[config.mk]
export PLATFORM = sky130hd
export DESIGN_NAME = dataPath
export DESIGN_NICKNAME = d
export VERILOG_FILES = /design/src/dpPkg.sv /design/src/regFile.sv /design/src/specialRegs.sv /design/src/aluUnit.sv /design/src/busMux.sv /design/src/dataPath.sv
export VERILOG_INCLUDE_DIRS = /design/src
export SDC_FILE = /design/constraint.sdc
export NUM_CORES = 2
export LEC_CHECK = 0
export BUFFER_PORTS_ARGS = -buffer_cell sky130_fd_sc_hd__buf_2
export CAP_MARGIN = 20
export CELL_PAD_IN_SITES_DETAIL_PLACEMENT = 0
export CELL_PAD_IN_SITES_GLOBAL_PLACEMENT = 2
export CORE_AREA = 8 8 314 316
export CTS_CLUSTER_SIZE = 14
export DETAILED_ROUTE_END_ITERATION = 6
export DIE_AREA = 0 0 322 324
export PLACE_DENSITY = 0.83
export SLEW_MARGIN = 20
export SYNTH_ARGS = -nofsm -noshare
export SYNTH_HDL_FRONTEND = slang
export SYNTH_SLANG_ARGS = --single-unit
[constraint.sdc]
create_clock -name clock -period 14.6 [get_ports clock]
set_input_delay 1.46 -clock clock [delete_from_list [all_inputs] [get_ports clock]]
set_output_delay 1.46 -clock clock [all_outputs]
set_load 0.02 [all_outputs]
[src/dp_cfg.svh]
`ifndef DP_CFG_SVH
`define DP_CFG_SVH

// --------------------------------------------------
// datapath sizing
// --------------------------------------------------

// width of one data word on the bus
`define DP_WIDTH        32

// memory address width, taken from the low bus bits into MAR
`define DP_ADDR_BITS    9

// general register file
`define DP_NUM_REGS     16
`define DP_REG_IDX_BITS 4

`endif

[src/dpPkg.sv]
`default_nettype none

`include "dp_cfg.svh"

package dpPkg;

    // --------------------------------------------------
    // basic data types
    // --------------------------------------------------

    typedef logic [`DP_WIDTH-1:0]        word_t;   // bus, registers, memory data, IR
    typedef logic [`DP_ADDR_BITS-1:0]    addr_t;   // MAR contents
    typedef logic [`DP_REG_IDX_BITS-1:0] regIdx_t; // general register number

    // ALU operations, applied with Y as operand A and the bus as operand B
    typedef enum logic [3:0] {
        aluAdd   = 4'd0,  // a + b
        aluSub   = 4'd1,  // a - b
        aluAnd   = 4'd2,  // a & b
        aluOr    = 4'd3,  // a | b
        aluShr   = 4'd4,  // logical right shift of a
        aluShra  = 4'd5,  // arithmetic right shift of a
        aluShl   = 4'd6,  // left shift of a
        aluRor   = 4'd7,  // rotate a right
        aluRol   = 4'd8,  // rotate a left
        aluNeg   = 4'd9,  // two's complement of b
        aluNot   = 4'd10, // bitwise invert of b
        aluIncPc = 4'd11  // b + 1 for the fetch step
    } aluOp_t;

    // --------------------------------------------------
    // one step of control signals
    // --------------------------------------------------

    typedef struct packed {
        logic    regInEn;   // write a general register from the bus
        regIdx_t regInSel;  // which register is written
        logic    regOutEn;  // drive a general register onto the bus
        regIdx_t regOutSel; // which register is read
        logic    pcIn;      // load PC
        logic    pcOut;     // PC onto bus
        logic    marIn;     // load MAR
        logic    mdrIn;     // load MDR
        logic    mdrOut;    // MDR onto bus
        logic    memRead;   // MDR takes memory data instead of bus
        logic    irIn;      // load IR
        logic    yIn;       // load Y latch
        logic    zIn;       // load Z latch with ALU result
        logic    zOut;      // Z onto bus
        aluOp_t  aluOp;     // operation for this step
    } ctrlWord_t;

endpackage

`default_nettype wire

[src/regFile.sv]
`timescale 1ns/1ns
`default_nettype none

`include "dp_cfg.svh"

module regFile (
    input  wire logic            clock,
    input  wire logic            rstN,
    input  dpPkg::ctrlWord_t     ctrl,
    input  dpPkg::word_t         bus,
    output dpPkg::word_t         regData
);

    dpPkg::word_t regs [`DP_NUM_REGS]; // R0 .. R15

    // --------------------------------------------------
    // write port from the bus
    // --------------------------------------------------
    always_ff @(posedge clock or negedge rstN) begin
        if (!rstN) begin
            for (int i = 0; i < `DP_NUM_REGS; i++) begin
                regs[i] <= '0;                          // all registers start at zero
            end
        end else if (ctrl.regInEn) begin
            regs[ctrl.regInSel] <= bus;                 // one write per step
        end
    end

    // read port, always showing the selected register
    // busMux decides if it actually owns the bus
    assign regData = regs[ctrl.regOutSel];

endmodule

`default_nettype wire

[src/specialRegs.sv]
`timescale 1ns/1ns
`default_nettype none

`include "dp_cfg.svh"

module specialRegs (
    input  wire logic            clock,
    input  wire logic            rstN,
    input  dpPkg::ctrlWord_t     ctrl,
    input  dpPkg::word_t         bus,
    input  dpPkg::word_t         memDataIn,
    output dpPkg::word_t         pcData,
    output dpPkg::word_t         mdrData,
    output dpPkg::addr_t         marAddr,
    output dpPkg::word_t         irData
);

    dpPkg::word_t pcReg;   // program counter
    dpPkg::word_t irReg;   // instruction register
    dpPkg::addr_t marReg;  // memory address register
    dpPkg::word_t mdrReg;  // memory data register
    dpPkg::word_t mdrNext; // output of the MDR input mux

    // --------------------------------------------------
    // MDR input mux
    // --------------------------------------------------
    always_comb begin
        if (ctrl.memRead) begin
            mdrNext = memDataIn;            // word coming back from memory
        end else begin
            mdrNext = bus;                  // word headed out to memory
        end
    end

    // --------------------------------------------------
    // register updates, each on its own in-enable
    // --------------------------------------------------
    always_ff @(posedge clock or negedge rstN) begin
        if (!rstN) begin
            pcReg  <= '0;
            irReg  <= '0;
            marReg <= '0;
            mdrReg <= '0;
        end else begin
            if (ctrl.pcIn)  pcReg  <= bus;                          // jump or incremented PC
            if (ctrl.irIn)  irReg  <= bus;                          // fetched instruction
            if (ctrl.marIn) marReg <= bus[`DP_ADDR_BITS-1:0];       // low address bits only
            if (ctrl.mdrIn) mdrReg <= mdrNext;
        end
    end

    assign pcData  = pcReg;
    assign mdrData = mdrReg;    // bus source and memory write data
    assign marAddr = marReg;
    assign irData  = irReg;     // for the control unit to decode

endmodule

`default_nettype wire

[src/aluUnit.sv]
`timescale 1ns/1ns
`default_nettype none

`include "dp_cfg.svh"

module aluUnit (
    input  wire logic            clock,
    input  wire logic            rstN,
    input  dpPkg::ctrlWord_t     ctrl,
    input  dpPkg::word_t         bus,
    output dpPkg::word_t         zData
);

    dpPkg::word_t                yReg;      // operand A latch
    dpPkg::word_t                zReg;      // result latch
    dpPkg::word_t                aluResult; // combinational result
    logic [4:0]                  shAmt;     // shift / rotate amount
    logic [2*`DP_WIDTH-1:0]      rorWide;   // doubled A shifted right
    logic [2*`DP_WIDTH-1:0]      rolWide;   // doubled A shifted left

    // --------------------------------------------------
    // operand A latch
    // --------------------------------------------------
    always_ff @(posedge clock or negedge rstN) begin
        if (!rstN) begin
            yReg <= '0;
        end else if (ctrl.yIn) begin
            yReg <= bus;                    // A is taken a step ahead of B
        end
    end

    assign shAmt = bus[4:0];                // only the low five bits count

    // rotates via a doubled word so bits wrap within 32
    assign rorWide = {yReg, yReg} >> shAmt;
    assign rolWide = {yReg, yReg} << shAmt;

    // --------------------------------------------------
    // combinational ALU, A from Y and B from the bus
    // --------------------------------------------------
    always_comb begin
        case (ctrl.aluOp)
            dpPkg::aluAdd:   aluResult = yReg + bus;
            dpPkg::aluSub:   aluResult = yReg - bus;
            dpPkg::aluAnd:   aluResult = yReg & bus;
            dpPkg::aluOr:    aluResult = yReg | bus;
            dpPkg::aluShr:   aluResult = yReg >> shAmt;            // zero fill
            dpPkg::aluShra:  aluResult = $signed(yReg) >>> shAmt;  // sign of Y kept
            dpPkg::aluShl:   aluResult = yReg << shAmt;
            dpPkg::aluRor:   aluResult = rorWide[`DP_WIDTH-1:0];
            dpPkg::aluRol:   aluResult = rolWide[2*`DP_WIDTH-1:`DP_WIDTH];
            dpPkg::aluNeg:   aluResult = ~bus + dpPkg::word_t'(1);  // B alone
            dpPkg::aluNot:   aluResult = ~bus;                      // B alone
            dpPkg::aluIncPc: aluResult = bus + dpPkg::word_t'(1);  // PC + 1 in fetch
            default:         aluResult = '0;                        // unused codes
        endcase
    end

    // --------------------------------------------------
    // result latch
    // --------------------------------------------------
    always_ff @(posedge clock or negedge rstN) begin
        if (!rstN) begin
            zReg <= '0;
        end else if (ctrl.zIn) begin
            zReg <= aluResult;              // readable on the bus next step
        end
    end

    assign zData = zReg;

endmodule

`default_nettype wire

[src/busMux.sv]
`timescale 1ns/1ns
`default_nettype none

module busMux (
    input  dpPkg::ctrlWord_t     ctrl,
    input  dpPkg::word_t         regData,
    input  dpPkg::word_t         pcData,
    input  dpPkg::word_t         mdrData,
    input  dpPkg::word_t         zData,
    output dpPkg::word_t         bus
);

    // one owner per step
    typedef enum logic [2:0] {
        srcNone,    // bus idles at zero
        srcZ,
        srcMdr,
        srcPc,
        srcReg
    } busSrc_t;

    busSrc_t busSrc;

    // fixed priority encode, zOut wins over everything
    always_comb begin
        if (ctrl.zOut)          busSrc = srcZ;
        else if (ctrl.mdrOut)   busSrc = srcMdr;
        else if (ctrl.pcOut)    busSrc = srcPc;
        else if (ctrl.regOutEn) busSrc = srcReg;
        else                    busSrc = srcNone;
    end

    always_comb begin
        case (busSrc)
            srcZ:    bus = zData;
            srcMdr:  bus = mdrData;
            srcPc:   bus = pcData;
            srcReg:  bus = regData;
            default: bus = '0;      // nobody driving
        endcase
    end

endmodule

`default_nettype wire

[src/dataPath.sv]
`timescale 1ns/1ns
`default_nettype none

module dataPath (
    input  wire logic            clock,
    input  wire logic            rstN,
    input  dpPkg::ctrlWord_t     ctrl,
    input  dpPkg::word_t         memDataIn,
    output dpPkg::addr_t         marAddr,
    output dpPkg::word_t         mdrData,
    output dpPkg::word_t         irData
);

    dpPkg::word_t bus;      // the single shared bus
    dpPkg::word_t regData;  // selected general register
    dpPkg::word_t pcData;   // program counter
    dpPkg::word_t zData;    // ALU result latch

    // --------------------------------------------------
    // bus sources and loaders
    // --------------------------------------------------
    regFile uRegFile (
        .clock   (clock),
        .rstN    (rstN),
        .ctrl    (ctrl),
        .bus     (bus),
        .regData (regData)
    );

    specialRegs uSpecialRegs (
        .clock     (clock),
        .rstN      (rstN),
        .ctrl      (ctrl),
        .bus       (bus),
        .memDataIn (memDataIn),     // straight from memory
        .pcData    (pcData),
        .mdrData   (mdrData),       // also the memory write word
        .marAddr   (marAddr),       // memory address out
        .irData    (irData)         // to the control unit
    );

    aluUnit uAluUnit (
        .clock (clock),
        .rstN  (rstN),
        .ctrl  (ctrl),
        .bus   (bus),
        .zData (zData)
    );

    // --------------------------------------------------
    // bus ownership
    // --------------------------------------------------
    busMux uBusMux (
        .ctrl    (ctrl),
        .regData (regData),
        .pcData  (pcData),
        .mdrData (mdrData),
        .zData   (zData),
        .bus     (bus)
    );

endmodule

`default_nettype wire

Yosys cells after proc, flatten, opt, wreduce, memory -nomap -nowiden:

Cells that the tools add are included.

* reductions and logical operators: 2
* magnitude comparators: 3
* eq/ne operators: 15
* shift operators: 5
* muxes and demuxes: 13
* add/subtract/negate cells: 4
* bitwise logic cells: 5

Operator list (count)
* $bwmux W512: 1
* $pmux W32 S12: 1
* $bmux W32 S4: 1
* $demux W32 S4: 1
* $mux W32: 4
* $pmux W32 S4: 1
* $add A32 B1 Y32 const B: 2
* $shl A64 B5 Y64: 1
* $shr A64 B5 Y32: 1
* $add A32 B32 Y32: 1
* $and A32 B32 Y32: 1
* $not A32 Y32: 1
* $or A32 B32 Y32: 1
* $shl A32 B5 Y32: 1
* $shr A32 B5 Y32: 1
* $sshr A32 B5 Y32: 1
* $sub A32 B32 Y32: 1
* $eq A4 B3 Y1 const B: 4
* $eq A4 B4 Y1 const B: 4
* $mux W3: 4
* $ge A5 B5 Y1 const B: 2
* $not A4 Y5: 2
* $eq A4 B2 Y1 const B: 2
* $eq A3 B2 Y1 const B: 2
* other kinds (6): 6

* output and inout port bits: 73
* logic and storage cells: 69
* input port bits: 58
* flip-flop bits (word level): 681

Logic depth before layout (Yosys ltp):

* depth after elaboration: 9
* mapped depth: 32
* depth with buffers taken out: 24

By module:

From an unflattened synthesis, not the netlist that was laid out.

* cells, all modules: 3351
* area total of the unflattened synthesis: 39584.2 um^2

Modules (own cells, without submodules)
* regFile: times used 1, seq. area each 12812.3 um^2, cells an instance 1404, area an instance 22774.3 um^2
* aluUnit: times used 1, seq. area each 1601.5 um^2, cells an instance 1535, area an instance 11618.6 um^2
* specialRegs: times used 1, seq. area each 2627.5 um^2, cells an instance 294, area an instance 4401.7 um^2
* busMux: times used 1, seq. area each 0.0 um^2, cells an instance 118, area an instance 789.5 um^2

Worst setup path before layout:

No wires, ideal clock.

* path kind: in2reg
* start point: input port ctrl[14] (netlist name)
* end point: register uAluUnit.zReg[31] (netlist: uAluUnit.zData[31])
* stages on the path: 31
* path buffers: 8
* data arrival time: 7528 ps
* path slack: 6987 ps
* path through: buf_6 -> buf_6 -> mux4_2 -> mux2i_1 -> o211a_1 -> o211ai_1 -> inv_1 -> buf_2 -> buf_2 -> buf_2 -> buf_2 -> clkbuf_1 -> buf_1 -> ha_1 -> nand2_1 -> nor4b_2 -> and3_1 -> nand3_1 -> o21ai_0 -> xnor2_1 -> ha_1 -> a21o_1 -> a21o_1 -> a211oi_1 -> nor2b_1 -> a311oi_1 -> o31a_1 -> o21a_1 -> o21ai_0 -> nand3b_1 -> a32oi_1

* longest elaborated chain between the ends: 8
* elaborated cells between the ends (all ways): 18

RTL lines
* start: declaration: line dataPath.sv:7 `input dpPkg::ctrlWord_t ctrl,`
* $not A4 Y5 (implied by the code) *: line regFile.sv:31 `assign regData = regs[ctrl.regOutSel];`
* $bmux W32 S4 *: line regFile.sv:31
* $mux W32 (implied by the code) * (2 in a row): line regFile.sv:31
* $pmux W32 S4 *: line busMux.sv:34 `case (busSrc)`
* $not A32 Y32: line aluUnit.sv:52, aluUnit.sv:53
* $add A32 B1 Y32: line aluUnit.sv:52 `dpPkg::aluNeg: aluResult = ~bus + dpPkg::word_t'(1);`
* $pmux W32 S12 *: line aluUnit.sv:42 `case (ctrl.aluOp)`
* end signal: assignment: line aluUnit.sv:66 `zReg <= aluResult;`
* end: declaration: line aluUnit.sv:15 `dpPkg::word_t zReg;`

Mark *: on every way between the ends. The rest lies on a longest branch, timed or not. The select of a mux whose other input is x is not followed.
A chain may end at the register's enable or synchronous reset.

Final worst setup path:

Ends and elaborated chain as after synthesis.

==> metrics.txt <==
Sequential Power Share 35.7%; Synth Flop Type dfrtp_1; hold path depth 2; Final ANT Viol Nets 0; #FFs+latches synth 681; number of DRC markers in iteration 0 3,768; GRT overflow 0; hold path endpoint uRegFile.regs[316]$_DFFE_PN0P_; RR Endpoint uAluUnit.zData[31]$_DFFE_PN0P_; Hold Startpoint uRegFile.regs[316]$_DFFE_PN0P_; NetSw 0.00289 W; Residual DRC 3; number of global-route vias before repair 33,800; syn avg cell area 9.11 um^2; combinational fraction of design power 36.0%; WP data arrival 9.03 ns; timing-limited maximum frequency 0.118 GHz; Ports 131; syn nets 4,458; violated checks design-rule violations; Final Max Slew Viols 0; CTS Hold Bufs 0; WP buf/inv 3; post-synthesis cell count 4,363; final setup margin 6.14 ns; Final #Nets 4,374; vias per cell 6.22; Hold Violations, Final 0; GP Congestion 1.12; root buffer cell clkbuf_16; share of the synthesized area in the top cell type 42.9%; Critical Path Start Type input pin; layout cells sized above 1 15.2%; Internal 0.00449 W; setup TNS 0 ns; busiest grt layer met2; Post-Syn Area 39,700 um^2; Slew headroom 22.1%; PwrDens 167 nW/um^2; VDD IR max 0.0797 mV; vias 34,900; critical-path maximum fanout 61; sequential cell area fraction in the yosys report 42.9%; Layout Utilization 47.0%; Row Count 113; wire per inst 28.7 um; top post-synthesis cells by count nand2_1, o21ai_0, dfrtp_1, nor2_1, clkbuf_1; Die Ht 324 um; TritonRoute pass-1 iters 7; Clock Power Share 28.3%; Worst Skew 0.0425 ns; Post-CTS Setup Bufs 0; actual slew at the worst max-slew pin 1.17 ns; clk buf depth 3; # resized after CTS 0; crit path kind in -> reg; cell taking the most area after synthesis dfrtp_1; Reg2Reg Launch Point uSpecialRegs.mdrData[0]$_DFFE_PN0P_; met3 Use GR 5.41%; CTS Buf Count 78; number of max-cap violations 0; starting utilization of the core area 42.3%; die area 104,000 um^2; core area 93,900 um^2; Area Overhead vs Synth 11.0%; antenna violations before repair 8; EDFF count, synth 0; RSZ-0062 raised after global routing no; Clk Latency, worst-skew pair 0.67 ns; clock sinks 681; final wirelength 161,000 um; max incr delay on CP 0.74 ns; Die Width 322 um; fraction of power spent switching nets 39.2%; Crit. End Element flop; first-pass GRT wire length 237,000 um; CP top delay family simple AND/OR/NAND/NOR gates; Pwr Total 0.00738 W; Worst-path clk slew 0.06 ns; R2R depth 24; Detail Placement HPWL 108,000 um; CP max-delay cell buf_4; met1 usage 41.4%; largest net degree at the start of global routing 151; H-tree depth 3; CP required 15.17 ns; final period utilization 58.0%; dpl ws 5.44 ns; Synth cell types 107; post-layout min period 8.46 ns; # port buffers 130; reg2reg setup slack 7.57 ns; status complete, but fails checks; most instantiated library cell after synthesis nand2_1; Synth Warn # 0; GR Layer Usage met2 46.6%; Async S/R FF share, synth 100%; Final Setup Violations 0; CTS tree built; Total Routing Usage GR 30.4%; top cells by area, synth dfrtp_1, o21ai_0, mux4_2; Worst Setup SP ctrl[14]; P_leak 18.8 nW; Hold Crit Class reg -> reg
registers in the layout (all words and copies together) (netlist names):
register              cells
uAluUnit.yReg            32
uAluUnit.zData           32
uRegFile.regs           512
uSpecialRegs.pcData      32
uSpecialRegs.mdrData     32
uSpecialRegs.marAddr      9
uSpecialRegs.irData      32
power by group through the flow:
stage          combinational, W  clock (W)  sequential [W]
2_1_floorplan           0.00169          0         0.00256
3_3_place_gp            0.00257          0         0.00264
3_5_place_dp            0.00258          0         0.00265
4_1_cts                 0.00258    0.00213         0.00262
5_1_grt                 0.00283    0.00220         0.00268
6_report                0.00266    0.00209         0.00263
through the flow:
step | cell area [um^2] | hold slack [ns] | instances
finish | 44100 | 0.470 | 5610
global route | 44100 | 0.495 | 5606
CTS | 44100 | 0.478 | 5606
detailed placement | 41400 | 0.465 | 5464
global placement | 41400 | 0.455 | 5463
floorplan | 39700 | 0.444 | 4363
worst max-delay path by stage:
stage / end / slack, ns / depth (start not counted)
4_1_cts: uAluUnit.zData[31]$_DFFE_PN0P_ / 6.14 / 25
6_report: uAluUnit.zData[31]$_DFFE_PN0P_ / 6.14 / 25
3_3_place_gp: uAluUnit.zData[31]$_DFFE_PN0P_ / 5.53 / 25
2_1_floorplan: uAluUnit.zData[31]$_DFFE_PN0P_ / 6.99 / 31
3_5_place_dp: uAluUnit.zData[31]$_DFFE_PN0P_ / 5.44 / 25
5_1_grt: uAluUnit.zData[31]$_DFFE_PN0P_ / 5.57 / 25
worst reg2reg max path, cell delays in order, from the launching register on:
cell and delay, ns:
dfrtp_1 0.53, a221oi_1 0.49, o22ai_1 0.20, or2_2 0.32, inv_2 0.52, buf_4 0.62, ha_1 0.30, nand2_1 0.10
nor4b_2 0.42, and3_1 0.39, nand3_1 0.17, o21ai_0 0.22, xnor2_1 0.15, ha_1 0.32, a21o_1 0.19, a21o_1 0.19
a211oi_1 0.44, nand2b_1 0.12, a21oi_1 0.22, a311oi_1 0.10, o31a_1 0.32, o21a_1 0.18, o21ai_0 0.16, nand3b_1 0.09
a32oi_1 0.17
logic make-up after synthesis:
kind of cell,count (synthesis),share of synthesized area (%)
multiplexers,334,12.6
adder cells (fa/ha/maj),38,1.21
AND/OR/NAND/NOR,1375,14.9
XOR/XNOR,78,1.72
flip-flops,681,42.9
buffers and inverters,450,5.03
AO/OA/AOI/OAI,1407,21.6
cells in the final DEF, fill, tap and decap left out, types with 13 or more instances in the layout:
master,Yosys,final
o221ai_1,23,23
o22ai_1,41,40
nor2_1,317,315
xor2_1,21,21
o21a_1,13,13
xnor2_1,57,57
mux2_2,73,73
nor3_1,60,58
o21ai_0,695,694
ha_1,36,36
buf_2,63,126
a31oi_1,25,25
a21oi_1,231,230
and2_1,16,16
mux2i_1,134,134
o211ai_1,41,41
nand2_1,741,729
inv_1,35,34
nand3_1,100,94
clkbuf_1,295,15
mux4_2,126,126
a221oi_1,21,21
buf_4,11,116
a22oi_1,60,60
a211oi_4,2,18
clkbuf_16,0,79
nor2b_1,23,21
nand2b_1,18,18
o31ai_1,13,13
a211oi_1,39,33
nor4_1,14,14
a32oi_1,13,13
clkbuf_8,0,24
o22a_1,20,20
and3_1,20,19
a21o_1,15,15
dfrtp_1,681,681
routing by layer:
layer,up-vias,routed length [um]
li1,15600,-
met1,17300,68000
met2,1628,71100
met3,396,12600
met4,2,9290
met5,-,17
cell type report:
type,instances,area [um^2]
fill,9161,49800
multi-input combinational,3232,21000
sequential,681,17000
clock buffer,117,2350
timing repair buffer,248,1590
tap,1265,1580
clock inverter,25,372
inverter,38,144
antenna,4,10.0
No activity file was read; power rests on OpenSTA's default activity.
